<file path="config.mk">
export PLATFORM = sky130hd
export DESIGN_NAME = sys_ctrl
export DESIGN_NICKNAME = d
export VERILOG_FILES = /design/src/min_pbus_pkg.sv /design/src/sys_ctrl.sv
export VERILOG_INCLUDE_DIRS = /design/src
export SDC_FILE = /design/constraint.sdc
export NUM_CORES = 1
export LEC_CHECK = 0
export ABC_CLOCK_PERIOD_IN_PS = 2000
export BUFFER_PORTS_ARGS = -buffer_cell sky130_fd_sc_hd__buf_2
export CAP_MARGIN = 20
export CORE_MARGIN = 2
export CORE_UTILIZATION = 41
export DETAILED_ROUTE_END_ITERATION = 16
export GPL_ROUTABILITY_DRIVEN = 0
export PLACE_DENSITY = 0.75
export SKIP_LAST_GASP = 1
export SYNTH_ARGS = -nofsm -noshare
export SYNTH_HDL_FRONTEND = slang
export SYNTH_SLANG_ARGS = --single-unit
</file>
<file path="constraint.sdc">
create_clock -name clk -period 2 [get_ports clk]
set_clock_uncertainty 0.2 [all_clocks]
set_input_delay 0.2 -clock clk [delete_from_list [all_inputs] [get_ports clk]]
set_output_delay 0.2 -clock clk [all_outputs]
set_load 0.02 [all_outputs]
</file>
<file path="src/min_pbus_cfg.svh">
// Peripheral bus configuration
// Address map, bus widths and reset values for the 4 KB window

`ifndef MIN_PBUS_CFG_SVH
`define MIN_PBUS_CFG_SVH

// Bus widths
`define PBUS_ADDR_W 12
`define PBUS_DATA_W 8

// Asynchronous bus wait cycle counter width
`define WAIT_CYC_W 7

// Scratchpad size in bytes
`define SPM_DEPTH 2048

// Upper address match values
// Timer at 0x600..0x60F, compared on adr[11:4]
`define STK_BASE 8'h60
// Control bank at 0x6F0..0x6FF, compared on adr[11:4]
`define SYC_BASE 8'h6F
// System call area at 0x700..0x7FF, compared on adr[11:8]
`define SCL_BASE 4'h7
// Scratchpad at 0x800..0xFFF, compared on adr[11]
`define SPM_BASE 1'b1

// Control bank reset values
`define SYNC_MODE_RST 1'b1
`define WAIT_CYC_RST 7'd7

`endif
</file>
<file path="src/min_pbus_pkg.sv">
// Peripheral bus types
// Address and data types, request and response structs,
// and the system tick timer register names

`include "min_pbus_cfg.svh"

package min_pbus_pkg;

    // Byte address inside the 4 KB window
    typedef logic [`PBUS_ADDR_W-1:0] pbus_addr_t;

    // One data byte
    typedef logic [`PBUS_DATA_W-1:0] pbus_data_t;

    // Wait cycles inserted on the asynchronous external bus
    typedef logic [`WAIT_CYC_W-1:0] wait_cyc_t;

    // CPU request, one strobed transfer per cycle
    typedef struct packed {
        logic       stb;
        logic       we;
        pbus_addr_t adr;
        pbus_data_t wdat;
    } pbus_req_t;

    // Read response, valid one cycle after the strobe
    typedef struct packed {
        logic       rvalid;
        pbus_data_t rdat;
    } pbus_rsp_t;

    // Timer registers, decoded on adr[1:0]
    typedef enum logic [1:0] {
        CTRL   = 2'd0,
        RELOAD = 2'd1,
        COUNT  = 2'd2,
        STATUS = 2'd3
    } stk_reg_e;

endpackage

</file>
<file path="src/sys_ctrl.sv">
// System control register bank
// Bus mode and wait cycles for the external bridge,
// readback of the pending system call and its clear strobe

`include "min_pbus_cfg.svh"

module sys_ctrl
(
    input  logic                     clk,
    input  logic                     arst_n,
    input  min_pbus_pkg::pbus_req_t  req,
    input  logic                     mnmx,
    input  min_pbus_pkg::pbus_data_t syscall_num,
    input  min_pbus_pkg::pbus_data_t syscall_info,
    output min_pbus_pkg::pbus_data_t rdat,
    output logic                     sync_mode,
    output min_pbus_pkg::wait_cyc_t  async_waitcycle,
    output logic                     syscall_clr
);

    // Register slots on adr[3:0]
    localparam logic [3:0] SLOT_MODE = 4'h0;
    localparam logic [3:0] SLOT_WAIT = 4'h1;
    localparam logic [3:0] SLOT_NUM  = 4'h2;
    localparam logic [3:0] SLOT_INFO = 4'h3;
    localparam logic [3:0] SLOT_CLR  = 4'h4;

    logic [3:0] slot;
    logic       wr;
    logic       rd;

    assign slot = req.adr[3:0];
    assign wr   = req.stb & req.we;
    assign rd   = req.stb & ~req.we;

    // Mode and wait cycle registers
    always_ff @(posedge clk or negedge arst_n)
    begin
        if (!arst_n)
        begin
            sync_mode       <= `SYNC_MODE_RST;
            async_waitcycle <= `WAIT_CYC_RST;
        end
        else if (wr && slot == SLOT_MODE)
            sync_mode <= req.wdat[0];
        else if (wr && slot == SLOT_WAIT)
            async_waitcycle <= req.wdat[`WAIT_CYC_W-1:0];
    end

    // Any write to slot 4 gives a one-cycle clear
    always_ff @(posedge clk or negedge arst_n)
    begin
        if (!arst_n)
            syscall_clr <= 1'b0;
        else
            syscall_clr <= wr && (slot == SLOT_CLR);
    end

    // Read data, empty slots return zero
    always_ff @(posedge clk)
    begin
        if (rd)
        begin
            case (slot)
                SLOT_MODE: rdat <= {mnmx, 6'b0, sync_mode};
                SLOT_WAIT: rdat <= min_pbus_pkg::pbus_data_t'(async_waitcycle);
                SLOT_NUM:  rdat <= syscall_num;
                SLOT_INFO: rdat <= syscall_info;
                default:   rdat <= '0;
            endcase
        end
    end

endmodule

</file>
==> flow_metrics.tcl <==
set metrics [dict create \
    clk_pin_slew_ns 0.09 \
    cts_tree "done" \
    first_pass_iters 4 \
    path_class "in -> reg" \
    grt_max_degree 11 \
    ant_nets 0 \
    endpoint_kind "register" \
    routed_via_density 4.64 \
    irDropWorstVdd_mv 0.453 \
    fin_nets 161 \
    post-dp-hpwl_mm 1.40 \
    wl_per_cell_um 12.0 \
    setup_tns_ns 0 \
    n_antenna_cell 0 \
    p_leak_nw 0.584 \
    area_delta_synth_final_pct 40.1 \
    grt_pass1_vias 611 \
    period_share_pct 86.6 \
    cellPowerDensity_nw_per_um2 692 \
    grt_pass1_wl_mm 2.62 \
    ys_seq_elements 17 \
    clock_path_buffers 2 \
    cts.sinks 17 \
    final_common_cell "buf_2" \
    cts_hold_buf 10 \
    ioPinCount 58 \
    track_usage_pct 13.9 \
    hold_violations 0 \
    grt-ovfl-total 0 \
    grt_antenna_before_repair 0 \
    worst_pin_slew_ns 0.591 \
    vias 678 \
    cp_slowest_cell "dlygate4sd3_1" \
    hold_path.class "in -> reg" \
    root_buffer "clkbuf_4" \
    synth_cell_types 19 \
    synthesis.nets 102 \
    cts_setup_buffers 0 \
    maxSlewViolCount 0 \
    cp_cell_sequence "dlygate4sd3_1, buf_2, nor2_1, and4_4, mux2_4" \
    cts_buffers 3 \
    die_y_um 50.5 \
    setup_violations 0 \
    htree_num_levels 1 \
    critPathRequiredTime_ns 1.97 \
    max_clock_freq_mhz 577 \
    netlist_instances 61 \
    critPathMaxFanout 7 \
    route.detailed.drc 0 \
    clk_latency_ns 0.28 \
    final.min_clock_period_ns 1.73 \
    cp_data_arrival_time_ns 1.71 \
    netlist_area_sq_um 887 \
    cts-resized-gates 0 \
    drt-total-wl_mm 1.75 \
    port_buffers 48 \
    rsz0062_at_grt "no" \
    fin_area_sq_um 1240 \
    cp-start-kind "input pin" \
    die_area_sq_um 2550 \
    synth-warning-count 0 \
    first_iter_violations 13 \
    max_stage_delay_ns 0.53 \
    relSlewSlack_pct 60.5 \
    start_util_pct 44.3 \
    dp_slack_ns 0.305 \
    num_rows 16 \
    coreArea_sq_um 2000 \
    yosysSeqAreaShare_pct 53.0 \
    nFillCells 165 \
    fin_ws_ns 0.267 \
    final_cell_mix "48 x buf_2, 10 x dlygate4sd3_1, 9 x nor2_1" \
    drive_gt1_share_pct 62.2 \
    fin_hold_ws_ns 0.0409 \
    die_w_um 50.5 \
    dpl_cell_area_sq_um 1110 \
    avgSynthCellArea_sq_um 14.5 \
    maxCapViolCount 0 \
    status "completed" \
]
==> worst max-delay path, delay by kind of cell <==
family                 cells  cell delay (ns)
buffers and inverters      2             0.67
and+or+nand+nor            2             0.52
muxes                      1             0.32
==> final cells by class <==
type                    instances  area [sq um]  share of cell area (%)
clock inverters                 1          5.00                   0.403
well taps                      27          33.8                    2.72
multi-input cells              40           370                    29.8
clock buffers                   3          22.5                    1.81
repair buffers                 58           340                    27.4
flip-flops and latches         17           470                    37.9
==> metrics by stage <==
| step | util (%) | total power, W | std cells |
|---|---|---|---|
| 6_report | 62.1 | 0.000860 | 146 |
| 5_1_grt | 62.1 | 0.000904 | 146 |
| 4_1_cts | 62.1 | 0.000871 | 146 |
| 3_5_place_dp | 55.7 | 0.000676 | 132 |
| 3_3_place_gp | 55.7 | 0.000669 | 132 |
| 2_1_floorplan | - | 0.000593 | 61 |
==> flip-flops by register name, summed over array words and instances (netlist names) <==
signal,count
rdat,8
syscall_clr,1
sync_mode,1
async_waitcycle,7
==> report_power, final <==
part / total (W) / internal [W] / leakage [nW] / switching, W
Combinational: 0.000235 / 0.000124 / 0.383 / 0.000111
Clock: 0.000180 / 0.0000743 / 0.0177 / 0.000106
Sequential: 0.000445 / 0.000418 / 0.183 / 0.0000273
Total: 0.000860 / 0.000616 / 0.584 / 0.000244
==> metal layers <==
layer	vias up	track usage, %	share of wire [%]
met4	0	5.41	0
li1	346	-	-
met2	28	24.6	52
met5	-	0	0
met1	304	16.4	41
met3	0	2.68	6.2
==> cells in the mapped netlist <==
cell type / count / share of area (%)
nor2_1: 9 / 3.8
edfxtp_1: 8 / 27
mux2_2: 8 / 10
a22oi_1: 7 / 5.9
mux2_4: 7 / 12
dfrtp_1: 5 / 14
dfstp_2: 4 / 12
buf_6: 2 / 2.5
and2_1: 1 / 0.71
and4_4: 1 / 1.3
buf_12: 1 / 2.3
clkbuf_1: 1 / 0.42
mux4_1: 1 / 3.0
nand3_1: 1 / 0.56
nand4_1: 1 / 0.71
nor2b_1: 1 / 0.71
nor2b_4: 1 / 1.6
nor3b_1: 1 / 0.85
or2_2: 1 / 0.71
==> path summary, 6_finish.rpt <==
| check | end | slack [ns] | start | depth (start not counted) |
|---|---|---|---|---|
| max in group asynchronous | sync_mode$_DFFE_PN1P_ | 1.29 | arst_n | 2 |
| hold / removal | rdat[7]$_DFFE_PP_ | 0.04 | mnmx | 3 |
| min in group asynchronous | async_waitcycle[5]$_DFFE_PN0P_ | 0.06 | arst_n | 2 |
| setup reg to reg | rdat[0]$_DFFE_PP_ | 0.53 | async_waitcycle[0]$_DFFE_PN1P_ | 2 |
| setup / recovery | async_waitcycle[4]$_DFFE_PN0P_ | 0.27 | req[11] | 5 |
| hold reg to reg | async_waitcycle[6]$_DFFE_PN0P_ | 0.36 | async_waitcycle[6]$_DFFE_PN0P_ | 1 |
==> cells by family after synthesis <==
group | synth area share (%)
simple gates | 10.9
flops | 53.0
mux | 25.0
buf+inv | 5.22
compound gates | 5.92
Power figures use the tool's default switching activity.
