[config.mk]
export PLATFORM = sky130hd
export DESIGN_NAME = systick
export DESIGN_NICKNAME = d
export VERILOG_FILES = /design/src/min_pbus_pkg.sv /design/src/systick.sv
export VERILOG_INCLUDE_DIRS = /design/src
export SDC_FILE = /design/constraint.sdc
export NUM_CORES = 1
export LEC_CHECK = 0
export ABC_CLOCK_PERIOD_IN_PS = 5800
export BUFFER_PORTS_ARGS = -buffer_cell sky130_fd_sc_hd__buf_2
export CAP_MARGIN = 20
export CORE_ASPECT_RATIO = 1.4
export CORE_MARGIN = 3
export CORE_UTILIZATION = 55
export CTS_CLUSTER_SIZE = 8
export DETAILED_ROUTE_END_ITERATION = 12
export PLACE_DENSITY = 0.85
export SETUP_SLACK_MARGIN = 0.5
export SYNTH_ARGS = -nofsm -noshare
export SYNTH_HDL_FRONTEND = slang
export SYNTH_SLANG_ARGS = --single-unit
[constraint.sdc]
create_clock -name clk -period 5.8 [get_ports clk]
set_clock_uncertainty 0.15 [all_clocks]
set_input_delay 1.16 -clock clk [delete_from_list [all_inputs] [get_ports clk]]
set_output_delay 1.16 -clock clk [all_outputs]
set_load 0.05 [all_outputs]
[src/min_pbus_cfg.svh]
// Peripheral bus configuration
// Address map, bus widths and reset values for the 4 KB window

`ifndef MIN_PBUS_CFG_SVH
`define MIN_PBUS_CFG_SVH

// Bus widths
`define PBUS_ADDR_W 12
`define PBUS_DATA_W 8

// Asynchronous bus wait cycle counter width
`define WAIT_CYC_W 7

// Scratchpad size in bytes
`define SPM_DEPTH 2048

// Upper address match values
// Timer at 0x600..0x60F, compared on adr[11:4]
`define STK_BASE 8'h60
// Control bank at 0x6F0..0x6FF, compared on adr[11:4]
`define SYC_BASE 8'h6F
// System call area at 0x700..0x7FF, compared on adr[11:8]
`define SCL_BASE 4'h7
// Scratchpad at 0x800..0xFFF, compared on adr[11]
`define SPM_BASE 1'b1

// Control bank reset values
`define SYNC_MODE_RST 1'b1
`define WAIT_CYC_RST 7'd7

`endif
[src/min_pbus_pkg.sv]
// Peripheral bus types
// Address and data types, request and response structs,
// and the system tick timer register names

`include "min_pbus_cfg.svh"

package min_pbus_pkg;

    // Byte address inside the 4 KB window
    typedef logic [`PBUS_ADDR_W-1:0] pbus_addr_t;

    // One data byte
    typedef logic [`PBUS_DATA_W-1:0] pbus_data_t;

    // Wait cycles inserted on the asynchronous external bus
    typedef logic [`WAIT_CYC_W-1:0] wait_cyc_t;

    // CPU request, one strobed transfer per cycle
    typedef struct packed {
        logic       stb;
        logic       we;
        pbus_addr_t adr;
        pbus_data_t wdat;
    } pbus_req_t;

    // Read response, valid one cycle after the strobe
    typedef struct packed {
        logic       rvalid;
        pbus_data_t rdat;
    } pbus_rsp_t;

    // Timer registers, decoded on adr[1:0]
    typedef enum logic [1:0] {
        CTRL   = 2'd0,
        RELOAD = 2'd1,
        COUNT  = 2'd2,
        STATUS = 2'd3
    } stk_reg_e;

endpackage

[src/systick.sv]
// System tick timer
// Down counter reloaded from RELOAD on zero, with pause input,
// sticky status flag and a masked interrupt output

module systick
(
    input  logic                    clk,
    input  logic                    arst_n,
    input  min_pbus_pkg::pbus_req_t req,
    input  logic                    syst_pause,
    output min_pbus_pkg::pbus_data_t rdat,
    output logic                    systick_int
);

    min_pbus_pkg::stk_reg_e  reg_sel;
    min_pbus_pkg::pbus_data_t reload;
    min_pbus_pkg::pbus_data_t count;
    logic                    ctrl_en;
    logic                    ctrl_ie;
    logic                    flag;
    logic                    wr;
    logic                    rd;
    logic                    run;
    logic                    tick_zero;

    assign reg_sel = min_pbus_pkg::stk_reg_e'(req.adr[1:0]);
    assign wr      = req.stb & req.we;
    assign rd      = req.stb & ~req.we;

    // Counting only while enabled and not held by the debugger
    assign run       = ctrl_en & ~syst_pause;
    assign tick_zero = run & (count == '0);

    // CTRL and RELOAD registers
    always_ff @(posedge clk or negedge arst_n)
    begin
        if (!arst_n)
        begin
            ctrl_en <= 1'b0;
            ctrl_ie <= 1'b0;
            reload  <= '0;
        end
        else if (wr && reg_sel == min_pbus_pkg::CTRL)
        begin
            ctrl_en <= req.wdat[0];
            ctrl_ie <= req.wdat[1];
        end
        else if (wr && reg_sel == min_pbus_pkg::RELOAD)
        begin
            reload <= req.wdat;
        end
    end

    // Down counter with COUNT read-only
    always_ff @(posedge clk or negedge arst_n)
    begin
        if (!arst_n)
            count <= '0;
        else if (tick_zero)
            count <= reload;
        else if (run)
            count <= count - 1'b1;
    end

    // Sticky status flag cleared by writing 1
    // A reload in the same cycle wins over the clear
    always_ff @(posedge clk or negedge arst_n)
    begin
        if (!arst_n)
            flag <= 1'b0;
        else if (tick_zero)
            flag <= 1'b1;
        else if (wr && reg_sel == min_pbus_pkg::STATUS && req.wdat[0])
            flag <= 1'b0;
    end

    assign systick_int = flag & ctrl_ie;

    // Read data register
    always_ff @(posedge clk)
    begin
        if (rd)
        begin
            case (reg_sel)
                min_pbus_pkg::CTRL:   rdat <= {6'b0, ctrl_ie, ctrl_en};
                min_pbus_pkg::RELOAD: rdat <= reload;
                min_pbus_pkg::COUNT:  rdat <= count;
                min_pbus_pkg::STATUS: rdat <= {7'b0, flag};
                default:              rdat <= '0;
            endcase
        end
    end

    // Count rises only on a reload and never past RELOAD
    a_reload_bound: assert property (@(posedge clk) disable iff (!arst_n)
        (count > $past(count)) |-> ($past(tick_zero) && (count <= $past(reload))));

endmodule

==> key figures <==
Status
  – Status: completed

Hold path
  – Hold Path End: ctrl_ie
  – Worst Hold Path Cells: 1
  – Worst hold path startpoint: ctrl_ie
  – HP Class: reg2reg

Worst setup path
  – Setup crit start kind: primary input
  – Critical R2R Capture: count[6]
  – Critical Path RT: 5860 ps
  – CP Max Fanout: 8
  – Crit path DAT: 2610 ps
  – Worst reg2reg path depth: 5
  – Slowest-stage cell, CP: nor2b_1
  – Crit-path cells: buf_2, nor2b_1, nand3_1, mux2_2
  – Delay-heaviest family, CP: simple AND/OR/NAND/NOR gates
  – RR Startpoint: count[0]
  – Reg2Reg Setup Slack: 3630 ps
  – Slowest stage delay, CP: 450 ps
  – Setup crit end kind: flip-flop
  – CP Buf/Inv Count: 1
  – Setup CP Type: in2reg

STA
  – Slew Limit Fails: 0
  – Setup TNS: 0 ps
  – Worst rel slew slack: 0.431
  – Hold WS: 399 ps
  – Final WS setup: 3250 ps
  – Max Clock Freq: 392 MHz
  – RSZ-0062 raised after global routing: no
  – Final setup violation count: 0
  – Final Hold Fails: 0
  – Tightest Pin Transition: 845 ps
  – Fin crit share: 0.440
  – Min Tclk post-route: 2550 ps

Power and ir drop
  – Cell Pwr Density: 397 mW/mm^2
  – VDD IR max: 277 uV
  – Pleak: 0.608 nW

Flow run
  – Max-capacitance violation count: 0

Synthesis
  – Net Count, Synth: 133
  – Syn avg cell area: 12.2 sq um
  – Post-synth EDFFs: 8
  – Post-Syn Instances: 107
  – Main synth FF type: dfrtp_1
  – Synthesized area: 0.00131 sq mm
  – Most area-consuming cells after synthesis: dfrtp_1 36%, edfxtp_1 18%, mux2_2 9.5%
  – Share of flip-flops with an asynchronous set or reset: 0.704
  – Synth warn: 0
  – Number of different library cells in the post-synthesis netlist: 37
  – Yosys reg bits: 27
  – Post-synthesis sequential area ratio: 0.548
  – Yosys top cell by area: dfrtp_1
  – Top cell type's share of synthesized area: 0.364

Global route
  – Total grt overflow: 0
  – Global Route Usage Sum: 0.182
  – First-pass GRT wire length: 3990 microns
  – Initial antenna violation count: 0
  – Largest net degree at the start of global routing: 20
  – Vias in the first global route: 878

Final layout
  – Share of post-route cells with drive strength above 1: 0.331
  – Non-filler cells, final: 152
  – Nets: 157
  – Layout area overhead: 11.1%
  – Commonest non-fill, non-tap cell in the layout: buf_2
  – Inserted Diodes: 0
  – Most frequent cells in the layout: 23 x buf_2, 19 x dfrtp_1, 11 x mux2_2
  – # fillers: 163

Floorplanning
  – I/O pin cnt: 34
  – Die Y: 63.7 microns
  – Die ar.: 0.00300 sq mm
  – Rows: 20
  – Chip width: 47.2 microns
  – Total core area: 0.00223 sq mm
  – Starting Density: 0.587

Placement
  – Hpwl dp: 1830 microns
  – Placer Congestion: 0.815
  – Post-Place Cells: 148
  – DP Worst Slack: 2870 ps
  – IO Port Bufs: 23

Drt
  – Vias: 961
  – Antenna viol nets, final: 0
  – Residual DRC count: 0
  – Total wire length: 2360 microns
  – WL per Instance: 15.5 microns
  – Initial DRC count: 28
  – DRT Pass-1 Iters: 4
  – Vias/cell: 6.32

Clock network
  – Number of buffers created by CTS: 3
  – Number of hold buffers added after CTS: 0
  – Post-cts resize count: 0
  – CTS sink cnt: 27
  – CTS tree: built
  – Clk buf depth: 2
  – H-tree depth: 1
  – Clk_lat worst skew: 310 ps
  – Post-CTS Setup Bufs: 0
  – Clk root buf: clkbuf_4
  – Clk pin slew, worst setup/hold paths: 130 ps
## worst register-to-register path: cells and delay by family (launching register included)
family | cells | cell delay (ps)
adder cells (fa/ha/maj) | 1 | 240
buffers and inverters | 1 | 120
flip-flops | 1 | 480
multiplexers | 1 | 300
AND/OR/NAND/NOR | 2 | 790
## cell usage after synthesis, types with 2 or more instances
| library cell | number |
|---|---|
| dfrtp_1 | 19 |
| mux2_2 | 11 |
| edfxtp_1 | 8 |
| o21ai_0 | 7 |
| a22o_1 | 5 |
| nor3_1 | 5 |
| nand3_1 | 4 |
| nor2b_1 | 4 |
| inv_1 | 3 |
| nand2_1 | 3 |
| nand4_1 | 3 |
| nor2_1 | 3 |
| or3_1 | 3 |
| a211o_1 | 2 |
| clkbuf_1 | 2 |
| nor4_1 | 2 |
| o211ai_1 | 2 |
| or4_4 | 2 |
## metrics by stage
stage	cell area [sq um]	util	total power, mW
after global routing	1450	0.652	0.618
after floorplan	1310	-	0.458
after global placement	1430	0.640	0.493
after detailed placement	1430	0.640	0.502
final	1450	0.652	0.576
after CTS	1450	0.652	0.580
## per-layer routing
layer  wire length [microns]  GRT usage
met1                     955      0.231
met5                       0          0
met4                      33     0.0623
met2                    1280      0.306
met3                      91     0.0171
## state kept, by name, indices dropped and copies added, names as in the netlist
| signal | cells |
|---|---|
| rdat | 8 |
| reload | 8 |
| count | 8 |
| ctrl_en | 1 |
| flag | 1 |
| ctrl_ie | 1 |
## worst max-delay path by stage
stage / startpoint / endpoint / cells past startpoint
3_5_place_dp: req[8] / reload[4] / 4
6_report: req[8] / reload[4] / 4
2_1_floorplan: req[8] / reload[0] / 4
5_1_grt: req[8] / reload[1] / 4
3_3_place_gp: req[8] / reload[1] / 4
4_1_cts: req[8] / reload[7] / 4
## cell families after synthesis
kind of cell / after synthesis / share of synthesized area
compound gates: 23 / 0.128
simple gates: 36 / 0.168
buf+inv: 7 / 0.0268
fa+ha+maj: 1 / 0.00958
flops: 27 / 0.548
mux: 13 / 0.120
## layout make-up
| type | count | area (sq um) | area share |
|---|---|---|---|
| Clock buffer | 4 | 26.3 | 0.0181 |
| Inverter | 3 | 11.3 | 0.00776 |
| Multi-Input combinational cell | 73 | 556 | 0.383 |
| Sequential cell | 27 | 716 | 0.493 |
| Tap cell | 22 | 27.5 | 0.0190 |
| Timing Repair Buffer | 23 | 115 | 0.0793 |
## power breakdown
group	switching (mW)	total (mW)	internal, mW	leakage [nW]
combinational	0.100	0.187	0.0875	0.284
sequential	0.0640	0.312	0.248	0.309
clock	0.0498	0.0767	0.0269	0.0150
Power figures use the tool's default switching activity.
