[src/min_pbus_cfg.svh]
// Peripheral bus configuration
// Address map, bus widths and reset values for the 4 KB window

`ifndef MIN_PBUS_CFG_SVH
`define MIN_PBUS_CFG_SVH

// Bus widths
`define PBUS_ADDR_W 12
`define PBUS_DATA_W 8

// Asynchronous bus wait cycle counter width
`define WAIT_CYC_W 7

// Scratchpad size in bytes
`define SPM_DEPTH 2048

// Upper address match values
// Timer at 0x600..0x60F, compared on adr[11:4]
`define STK_BASE 8'h60
// Control bank at 0x6F0..0x6FF, compared on adr[11:4]
`define SYC_BASE 8'h6F
// System call area at 0x700..0x7FF, compared on adr[11:8]
`define SCL_BASE 4'h7
// Scratchpad at 0x800..0xFFF, compared on adr[11]
`define SPM_BASE 1'b1

// Control bank reset values
`define SYNC_MODE_RST 1'b1
`define WAIT_CYC_RST 7'd7

`endif
[src/min_pbus_pkg.sv]
// Peripheral bus types
// Address and data types, request and response structs,
// and the system tick timer register names

`include "min_pbus_cfg.svh"

package min_pbus_pkg;

    // Byte address inside the 4 KB window
    typedef logic [`PBUS_ADDR_W-1:0] pbus_addr_t;

    // One data byte
    typedef logic [`PBUS_DATA_W-1:0] pbus_data_t;

    // Wait cycles inserted on the asynchronous external bus
    typedef logic [`WAIT_CYC_W-1:0] wait_cyc_t;

    // CPU request, one strobed transfer per cycle
    typedef struct packed {
        logic       stb;
        logic       we;
        pbus_addr_t adr;
        pbus_data_t wdat;
    } pbus_req_t;

    // Read response, valid one cycle after the strobe
    typedef struct packed {
        logic       rvalid;
        pbus_data_t rdat;
    } pbus_rsp_t;

    // Timer registers, decoded on adr[1:0]
    typedef enum logic [1:0] {
        CTRL   = 2'd0,
        RELOAD = 2'd1,
        COUNT  = 2'd2,
        STATUS = 2'd3
    } stk_reg_e;

endpackage

[src/syscall.sv]
// System call area
// 256-byte write-only window; a write latches the call number
// from the low address byte and the argument from the data

module syscall
(
    input  logic                     clk,
    input  logic                     arst_n,
    input  min_pbus_pkg::pbus_req_t  req,
    input  logic                     syscall_clr,
    output logic                     syscall,
    output min_pbus_pkg::pbus_data_t syscall_num,
    output min_pbus_pkg::pbus_data_t syscall_info
);

    logic call_wr;

    // Only a write with no call pending is taken
    assign call_wr = req.stb & req.we & ~syscall;

    always_ff @(posedge clk or negedge arst_n)
    begin
        if (!arst_n)
        begin
            syscall      <= 1'b0;
            syscall_num  <= '0;
            syscall_info <= '0;
        end
        else if (call_wr)
        begin
            syscall      <= 1'b1;
            syscall_num  <= req.adr[7:0];
            syscall_info <= req.wdat;
        end
        else if (syscall_clr)
        begin
            // Number and argument stay for readback
            syscall <= 1'b0;
        end
    end

    // Clear from the control bank only arrives for a pending call
    a_clr_pending: assert property (@(posedge clk) disable iff (!arst_n)
        syscall_clr |-> syscall);

endmodule

[config.mk]
export PLATFORM = sky130hd
export DESIGN_NAME = syscall
export DESIGN_NICKNAME = d
export VERILOG_FILES = /design/src/min_pbus_pkg.sv /design/src/syscall.sv
export VERILOG_INCLUDE_DIRS = /design/src
export SDC_FILE = /design/constraint.sdc
export NUM_CORES = 1
export LEC_CHECK = 0
export BUFFER_PORTS_ARGS = -buffer_cell sky130_fd_sc_hd__clkbuf_2
export CORE_MARGIN = 10
export CORE_UTILIZATION = 40
export CTS_CLUSTER_DIAMETER = 80
export DETAILED_ROUTE_END_ITERATION = 10
export PLACE_DENSITY = 0.82
export SLEW_MARGIN = 20
export SYNTH_ARGS = -nofsm -noshare
export SYNTH_HDL_FRONTEND = slang
export SYNTH_SLANG_ARGS = --single-unit
export TNS_END_PERCENT = 100
[constraint.sdc]
create_clock -name clk -period 1.4 [get_ports clk]
set_input_delay 0.28 -clock clk [delete_from_list [all_inputs] [get_ports clk]]
set_output_delay 0.28 -clock clk [all_outputs]
set_load 0.005 [all_outputs]
==> results of run 1 <==
critical path, stage by stage (launching register included):
cell and delay (ns):
dfrtp_1 0.41, nand3b_4 0.34, mux2_4 0.38
path summary, 6_finish.rpt:
check	cells after the start	end	start
setup / recovery	2	syscall_num[2]	syscall
hold reg to reg	1	syscall_num[6]	syscall_num[6]
setup reg to reg	2	syscall_num[2]	syscall
hold / removal	2	syscall	syscall_clr
max in group asynchronous	2	syscall_info[2]	arst_n
min in group asynchronous	2	syscall_num[4]	arst_n
through the flow:
step / hold slack [ns] / util
floorplan: -0.0156 / -
global placement: 0.221 / 0.560
detailed placement: 0.231 / 0.560
CTS: 0.170 / 0.583
global route: 0.172 / 0.583
finish: 0.176 / 0.583
report_power, final:
group | total, mW | switching, mW | internal (mW)
logic | 0.318 | 0.110 | 0.208
registers | 0.649 | 0.0539 | 0.595
clock network | 0.245 | 0.135 | 0.110
sequential cells by signal, indices dropped and copies added, names as in the netlist:
signal	count
syscall	1
syscall_info	8
syscall_num	8
routing by layer:
layer	vias up	wire length, um
met4	0	0
met1	196	644
met2	30	521
met5	-	0
met3	0	205
li1	211	-
kinds of logic (layout without fill, tap and decap cells):
family | count (synthesis) | after routing | share of synthesized area
flops | 17 | 17 | 0.626
buf+inv | 2 | 43 | 0.0221
mux | 16 | 16 | 0.315
compound gates | 1 | 1 | 0.00736
simple gates | 1 | 1 | 0.0295
layout make-up:
cell class	count	area [sq um]	area share
Multi-Input combinational cell	18	239	0.263
Timing Repair Buffer	38	195	0.215
Tap cell	16	20.0	0.0220
Sequential cell	17	425	0.468
Inverter	1	3.75	0.00413
Clock buffer	4	26.3	0.0289
placed cells by master (no fill, tap or decap):
master	count
inv_1	1
clkbuf_1	1
mux2_2	7
dlygate4sd3_1	1
clkbuf_4	3
o21ai_0	1
dfrtp_1	17
clkbuf_2	37
nand3b_4	1
mux2_4	9
timing repair:
action | 4_1_cts | 5_1_grt
hold buffers | 1 | 0
buffers inserted | 0 | 0
hold endpoints to repair | 17 | 0
==> metrics.csv, run 1 <==
metric;value;unit
initial core utilization;0.436;
WL final;1370;um
Yosys top cell by area;dfrtp_1;
Mean Syn Cell Area;18.4;sq um
count leader, synth;dfrtp_1;
Vias;437;
detail-routed via count per cell;4.65;
initial antenna violation count;0;
post-synth cell types;7;
WL/cell;14.6;um
Max Slew Vio Count;0;
Syn Nets;62;
area grow syn2layout;33.9;%
CP max FO;17;
Hold Fails Final Rpt;0;
HP Class;input port to flop;
total track usage;0.0794;
DP Cell Count;89;
CTS buffer count;3;
Nets;104;
post-synthesis cell count;37;
Worst VDD drop;0.608;mV
DP Area;873;sq um
Final Non-Filler Cells;94;
Design Area, Final;910;sq um
DRC errors left;0;
EDFF count, synth;0;
Die Width;61.2;um
clock sinks;17;
r2r setup slk;0.16;ns
met2 usage;0.109;
Post-synth ARST share;1.00;
router iterations before antenna repair;2;
top cell type's share of synthesized area;0.626;
worst-margin pin slew;0.406;ns
TritonCTS clock tree;yes;
skew final;0.00421;ns
status;finished, final reports clean;
core box area;1560;sq um
H-Tree Depth;1;
Synth Flop Type;dfrtp_1;
Worst Path Arrival;1.41;ns
Initial DRC Count;2;
Synth top cells by count;dfrtp_1, mux2_4, mux2_2;
total power draw;1.21;mW
GRT overflow;0;
Routed Antenna Nets;0;
Crit Path Class;flop to flop;
Max Clock Freq;0.804;GHz
Synth area leaders;dfrtp_1, mux2_4, mux2_2;
ant diodes;0;
Die Ht;61.2;um
FF+latch count, synth;17;
row cnt;14;
Synth Cell Area;679;sq um
CP Launch Type;flop;
YS warnings;0;
critical path endpoint category;flop;
Slew HR;0.729;
Seq/Total Area, Yosys;0.626;
Setup WS post-layout;0.156;ns
GPL Wtd Cong;0.566;
first-pass GRT wire length;2210;um
Fill cells;139;
quantity of gates resized following cts;0;
setup tns final;0;ns
max_cap viols;0;
PwrDens;1330;nW/um^2
met3 GRT Util;0.0453;
worst skew pair latency;0.28;ns
pre-CTS WS;0.146;ns
I/O pin count;42;
share of cells above drive strength 1;0.731;
routing usage on met1;0.100;
Worst EP required;1.56;ns
die area;3750;sq um
vias in the first global route;503;
PortBufs;37;
root buf cell;clkbuf_4;
leakage;0.506;nW
GRT busiest layer;met2;
largest net degree at the start of global routing;18;
Final Cycle Share;0.888;
clock period minus final worst setup slack;1.24;ns
Max clock buf depth;2;
RSZ-0062 raised after global routing;false;
clock slew at reported path FFs;0.09;ns
setup violators final;0;
(Power assumes the default switching activity.)
==> run 2: changes to the inputs <==
- CORE_UTILIZATION: 40 -> 30
- PLACE_DENSITY: 0.82 -> 0.66
- clock period: 1.4 -> 1.35 ns (I/O delays scaled with it)
==> run 2 against run 1 <==
Effect of this change:
- setup slack lost 0.052 ns
- critical path type unchanged
- via count up 1.6%
- largest power group unchanged
- global-route usage down 1.2 points
- count of clock-buffer cells in the layout did not move
- combinational power increased by 5%
- first-iteration DRC count grew to 7.0 times the previous value
- final cell count rose by 13%
- non-clock buffer count stayed put
- hold slack worse by 0.0084 ns
- die area is 22% higher
- critical endpoint is now syscall_info[5]
==> metrics.csv, run 2 (synthesized netlist as in run 1, its figures left out) <==
metric;value;unit;change
CP peak stage delay;0.41;ns;about the same
worst-margin pin slew;0.407;ns;was 0.406 ns
PortBufs;37;;unchanged
Slew HR;0.729;;about the same
Hold Path Origin;syscall_clr;;unchanged
Die Width;67.6;um;was 61.2 um
Crit Path Class;flop to flop;;unchanged
Routed Antenna Nets;0;;unchanged
Reg-to-Reg End;syscall_info[5];;was syscall_num[2]
Reg2Reg Depth;2;;unchanged
GRT overflow;0;;unchanged
leakage;0.506;nW;unchanged
share of cells above drive strength 1;0.731;;unchanged
PwrDens;1370;nW/um^2;was 1330 nW/um^2
Final Cycle Share;0.922;;was 0.888
Fill cells;205;;was 139
initial antenna violation count;0;;unchanged
setup tns final;0;ns;unchanged
worst skew pair latency;0.28;ns;about the same
H-Tree Depth;1;;unchanged
multi-input logic area;239;sq um;unchanged
Worst EP required;1.52;ns;was 1.56 ns
GPL Wtd Cong;0.751;;was 0.566
largest registers;syscall_info (8), syscall_num (8), syscall (1);;unchanged
detail-routed via count per cell;4.19;;was 4.65
worst hold stages;2;;unchanged
Worst VDD drop;0.508;mV;was 0.608 mV
Nets;104;;unchanged
Die Ht;67.6;um;was 61.2 um
router iterations before antenna repair;4;;was 2
Max Slew Vio Count;0;;unchanged
Endpoint, Worst Hold;syscall;;unchanged
critical path endpoint category;flop;;unchanged
CP Launch Type;flop;;unchanged
commonest cells after routing, fill and taps aside;clkbuf_2, dfrtp_1, mux2_4, mux2_2, clkbuf_4;;unchanged
CTS buffer count;3;;unchanged
total track usage;0.0671;;was 0.0794
r2r setup slk;0.10;ns;was 0.16 ns
crit-path leading delay family;flip-flops;;unchanged
crit-path cells;nand3b_4 -> mux2_4;;unchanged
DRC errors left;0;;unchanged
Hold Fails Final Rpt;0;;unchanged
Initial DRC Count;14;;was 2
ant diodes;0;;unchanged
max_cap viols;0;;unchanged
Worst Path Buf+Inv;0;;unchanged
setup violators final;0;;unchanged
TritonCTS clock tree;yes;;unchanged
clock sinks;17;;unchanged
WL final;1500;um;was 1370 um
Max Clock Freq;0.803;GHz;was 0.804 GHz
FF/Latch Area;425;sq um;unchanged
CP max FO;17;;unchanged
WL/cell;14.1;um;was 14.6 um
largest net degree at the start of global routing;18;;unchanged
I/O pin count;42;;unchanged
DP Cell Count;101;;was 89
root buf cell;clkbuf_4;;unchanged
Slowest cell on crit path;dfrtp_1;;unchanged
commonest non-fill, non-tap cell in the layout;clkbuf_2;;unchanged
area grow syn2layout;36.1;%;was 33.9%
row cnt;17;;was 14
Final Non-Filler Cells;106;;was 94
Final Util;0.422;;was 0.583
initial core utilization;0.310;;was 0.436
status;finished, final reports clean;;unchanged
skew final;0.00158;ns;was 0.00421 ns
HP Class;input port to flop;;unchanged
first-pass GRT wire length;2390;um;was 2210 um
Design Area, Final;925;sq um;was 910 sq um
die area;4570;sq um;was 3750 sq um
RSZ-0062 raised after global routing;false;;unchanged
clock period minus final worst setup slack;1.25;ns;was 1.24 ns
Max clock buf depth;2;;unchanged
R2R Path Start;syscall;;unchanged
DP Area;888;sq um;was 873 sq um
Worst Path Arrival;1.42;ns;was 1.41 ns
clock slew at reported path FFs;0.09;ns;about the same
vias in the first global route;503;;unchanged
core box area;2190;sq um;was 1560 sq um
Vias;444;;was 437
==> run 2: cell counts in the layout (fill, tap and decap cells not counted) <==
Identical to the previous run, type by type.
==> run 2: worst max path at each step <==
| stage | start | to | slack [ns] | cells after the start |
|---|---|---|---|---|
| 2_1_floorplan | syscall | syscall_info[1] | 0.18 | 3 |
| 3_3_place_gp | syscall | syscall_info[1] | 0.12 | 2 |
| 3_5_place_dp | syscall | syscall_info[1] | 0.10 | 2 |
| 4_1_cts | syscall | syscall_info[5] | 0.08 | 2 |
| 5_1_grt | syscall | syscall_info[5] | 0.05 | 2 |
| 6_report | syscall | syscall_info[5] | 0.10 | 2 |
==> run 2: power by group <==
group	switching (mW)	internal, mW	total [mW]
clock network	0.144	0.115	0.259
logic	0.118	0.215	0.334
registers	0.0568	0.618	0.674
total	0.319	0.948	1.27
==> run 2: repair_timing <==
item / CTS / global route
hold buffers: 1 / 0
setup buffers: 0 / 0
gates resized for setup: 0 / 0
hold endpoints to repair: 17 / 0
==> run 2: worst reg2reg max path, stage by stage (launching register included) <==
cell	delay (ns)
dfrtp_1	0.41
nand3b_4	0.35
mux2_4	0.39
==> run 2: cell type report <==
cell class | instances | share of cell area
inverter | 1 | 0.00406
tap | 28 | 0.0379
clock buffer | 4 | 0.0284
timing repair buffer | 38 | 0.211
multi-input combinational | 18 | 0.258
sequential | 17 | 0.460
==> run 2: layer usage <==
metal / part of all wire / vias up / GRT usage
li1: - / 210 / -
met1: 0.37 / 209 / 0.0689
met2: 0.45 / 23 / 0.106
met3: 0.17 / 2 / 0.0380
met4: 0.0073 / 0 / 0.0385
met5: 0 / - / 0
==> run 2: through the flow <==
stage	hold slack, ns	total power, mW	setup slack [ns]
CTS	0.162	1.29	0.0848
global route	0.186	1.34	0.0452
floorplan	-0.0256	0.847	0.179
finish	0.168	1.27	0.105
detailed placement	0.226	1.02	0.103
global placement	0.218	1.01	0.123
==> run 3: changes to the inputs <==
- ABC_AREA: not set -> 1
- PLACE_DENSITY: 0.66 -> 0.65
==> run 3 against run 2 <==
Effect of this change:
- synthesized area grew 7.0%
- final cell count grew 33%
- flip-flop and latch count is the same
- hold slack gained 0.0032 ns
- utilization grew 0.19 points
- critical path type is now flop to output pin
- critical endpoint is now syscall_info[1]
- largest power group unchanged
- highest routed layer unchanged
==> metrics.csv, run 3 <==
metric;value;unit;change
status;finished, final reports clean;;unchanged
largest registers;syscall_info (8), syscall_num (8), syscall (1);;unchanged
TritonCTS clock tree;yes;;unchanged
worst-margin pin slew;0.418;ns;was 0.407 ns
crit-path cells;clkbuf_2;;was nand3b_4 -> mux2_4
Setup WS post-layout;0.273;ns;was 0.105 ns
Synth Cell Area;727;sq um;was 679 sq um
GPL Wtd Cong;0.694;;was 0.751
Synth top cells by count;nand2_1, dfrtp_1, nand4_1, buf_4;;was dfrtp_1, mux2_4, mux2_2
Worst VDD drop;0.586;mV;was 0.508 mV
Initial DRC Count;9;;was 14
Worst EP required;1.08;ns;was 1.52 ns
Endpoint, Worst Hold;syscall;;unchanged
Reg-to-Reg End;syscall_num[1];;was syscall_info[5]
area grow syn2layout;31.5;%;was 36.1%
Crit Path Class;flop to output pin;;was flop to flop
setup tns final;0;ns;unchanged
Routed Antenna Nets;0;;unchanged
Worst Path Arrival;0.81;ns;was 1.42 ns
H-Tree Depth;1;;unchanged
PwrDens;1260;nW/um^2;was 1370 nW/um^2
vias in the first global route;710;;was 503
leakage;0.543;nW;was 0.506 nW
YS warnings;0;;unchanged
Syn Nets;99;;was 62
Vias;640;;was 444
Mean Syn Cell Area;9.82;sq um;was 18.4 sq um
Max Clock Freq;0.928;GHz;was 0.803 GHz
EDFF count, synth;0;;unchanged
Fill cells;252;;was 205
Final Cycle Share;0.798;;was 0.922
Synth area leaders;dfrtp_1, nand2_1, nand4_1;;was dfrtp_1, mux2_4, mux2_2
row cnt;17;;unchanged
initial antenna violation count;0;;unchanged
Hold Path Origin;syscall_clr;;unchanged
share of cells above drive strength 1;0.416;;was 0.731
FF+latch count, synth;17;;unchanged
worst hold stages;2;;unchanged
Max clock buf depth;2;;unchanged
Post-synth ARST share;1.00;;unchanged
clock sinks;17;;unchanged
commonest non-fill, non-tap cell in the layout;clkbuf_2;;unchanged
Reg2Reg Depth;4;;was 2
top cell type's share of synthesized area;0.585;;was 0.626
CTS buffer count;3;;unchanged
Die Ht;69.2;um;was 67.6 um
CP peak stage delay;0.41;ns;about the same
max_cap viols;0;;unchanged
Final Util;0.424;;was 0.422
pre-CTS WS;0.288;ns;was 0.103 ns
die area;4790;sq um;was 4570 sq um
RSZ-0062 raised after global routing;false;;unchanged
DP Area;920;sq um;was 888 sq um
worst skew pair latency;0.28;ns;about the same
r2r setup slk;0.29;ns;was 0.10 ns
setup violators final;0;;unchanged
detail-routed via count per cell;4.54;;was 4.19
Yosys top cell by area;dfrtp_1;;unchanged
Design Area, Final;956;sq um;was 925 sq um
critical path endpoint category;output pin;;was flop
Nets;139;;was 104
Seq/Total Area, Yosys;0.585;;was 0.626
Die Width;69.2;um;was 67.6 um
R2R Path Start;syscall;;unchanged
Post-CTS Setup Inserts;0;;unchanged
post-synthesis cell count;74;;was 37
HP Class;input port to flop;;unchanged
WL final;1960;um;was 1500 um
CP max FO;2;;was 17
post-synth cell types;10;;was 7
quantity of gates resized following cts;0;;unchanged
GRT overflow;0;;unchanged
Max Slew Vio Count;0;;unchanged
largest net degree at the start of global routing;18;;unchanged
first-pass GRT wire length;3240;um;was 2390 um
commonest cells after routing, fill and taps aside;clkbuf_2, nand2_1, dfrtp_1, nand4_1;;was clkbuf_2, dfrtp_1, mux2_4, mux2_2, clkbuf_4
core box area;2250;sq um;was 2190 sq um
Hold Fails Final Rpt;0;;unchanged
WHS;0.171;ns;was 0.168 ns
I/O pin count;42;;unchanged
post-detail-place hpwl;1530;um;
initial core utilization;0.322;;was 0.310
Slew HR;0.721;;was 0.729
PortBufs;37;;unchanged
total track usage;0.0815;;was 0.0671
ant diodes;0;;unchanged
crit-path leading delay family;flip-flops;;unchanged
WL/cell;13.9;um;was 14.1 um
Synth Flop Type;dfrtp_1;;unchanged
DRC errors left;0;;unchanged
skew final;0.00379;ns;was 0.00158 ns
CP Launch Type;flop;;unchanged
Slowest cell on crit path;dfrtp_1;;unchanged
router iterations before antenna repair;4;;unchanged
Worst Path Buf+Inv;1;;was 0
clock period minus final worst setup slack;1.08;ns;was 1.25 ns
clock slew at reported path FFs;0.09;ns;about the same
count leader, synth;nand2_1;;was dfrtp_1
root buf cell;clkbuf_4;;unchanged
==> run 3: cell count changes after synthesis, sizes merged <==
cell / before / now
nand2: 0 / 32
mux2: 16 / 0
nand4: 0 / 16
buf: 1 / 6
nand3: 0 / 1
nand3b: 1 / 0
==> run 3: cells by family after synthesis <==
group,synth area share
buffers and inverters,0.0740
and+or+nand+nor,0.334
AOI/OAI and AO/OA,0.00688
DFF,0.585
==> run 3: cell type report <==
cell class                      count  area, sq um  share of cell area
Inverter                            1         3.75             0.00393
Timing Repair Buffer               41          218               0.228
Multi-Input combinational cell     50          248               0.259
Tap cell                           28         35.0              0.0366
Sequential cell                    17          425               0.445
Clock buffer                        4         26.3              0.0275
==> run 3: power breakdown <==
part	total (mW)	internal, mW	switching [mW]
Combinational	0.291	0.136	0.155
Sequential	0.653	0.603	0.0507
Clock	0.262	0.115	0.148
==> run 3: layer usage <==
metal  routed length (um)  global-route usage
met5                    0                   0
met2                 1090               0.150
met3                  102              0.0228
met1                  733              0.0759
met4                   27              0.0532
==> run 3: timing repair <==
item	4_1_cts	5_1_grt
setup endpoints to repair	0	0
hold buffers	1	0
endpoints found under the hold margin	17	0
==> run 3: worst max path at each step <==
stage	endpoint	slack (ns)	depth (start not counted)	startpoint
floorplan	syscall_info[3]	0.38	5	syscall
global placement	syscall_num[0]	0.31	4	syscall
detailed placement	syscall_num[1]	0.29	4	syscall
CTS	syscall_info[5]	0.26	1	syscall_info[5]
global route	syscall_info[4]	0.17	4	syscall
finish	syscall_info[1]	0.27	1	syscall_info[1]
==> run 3: metrics by stage <==
step	cells	power, mW
global route	141	1.30
floorplan	74	0.800
global placement	136	0.955
detailed placement	136	0.966
finish	141	1.21
CTS	141	1.24
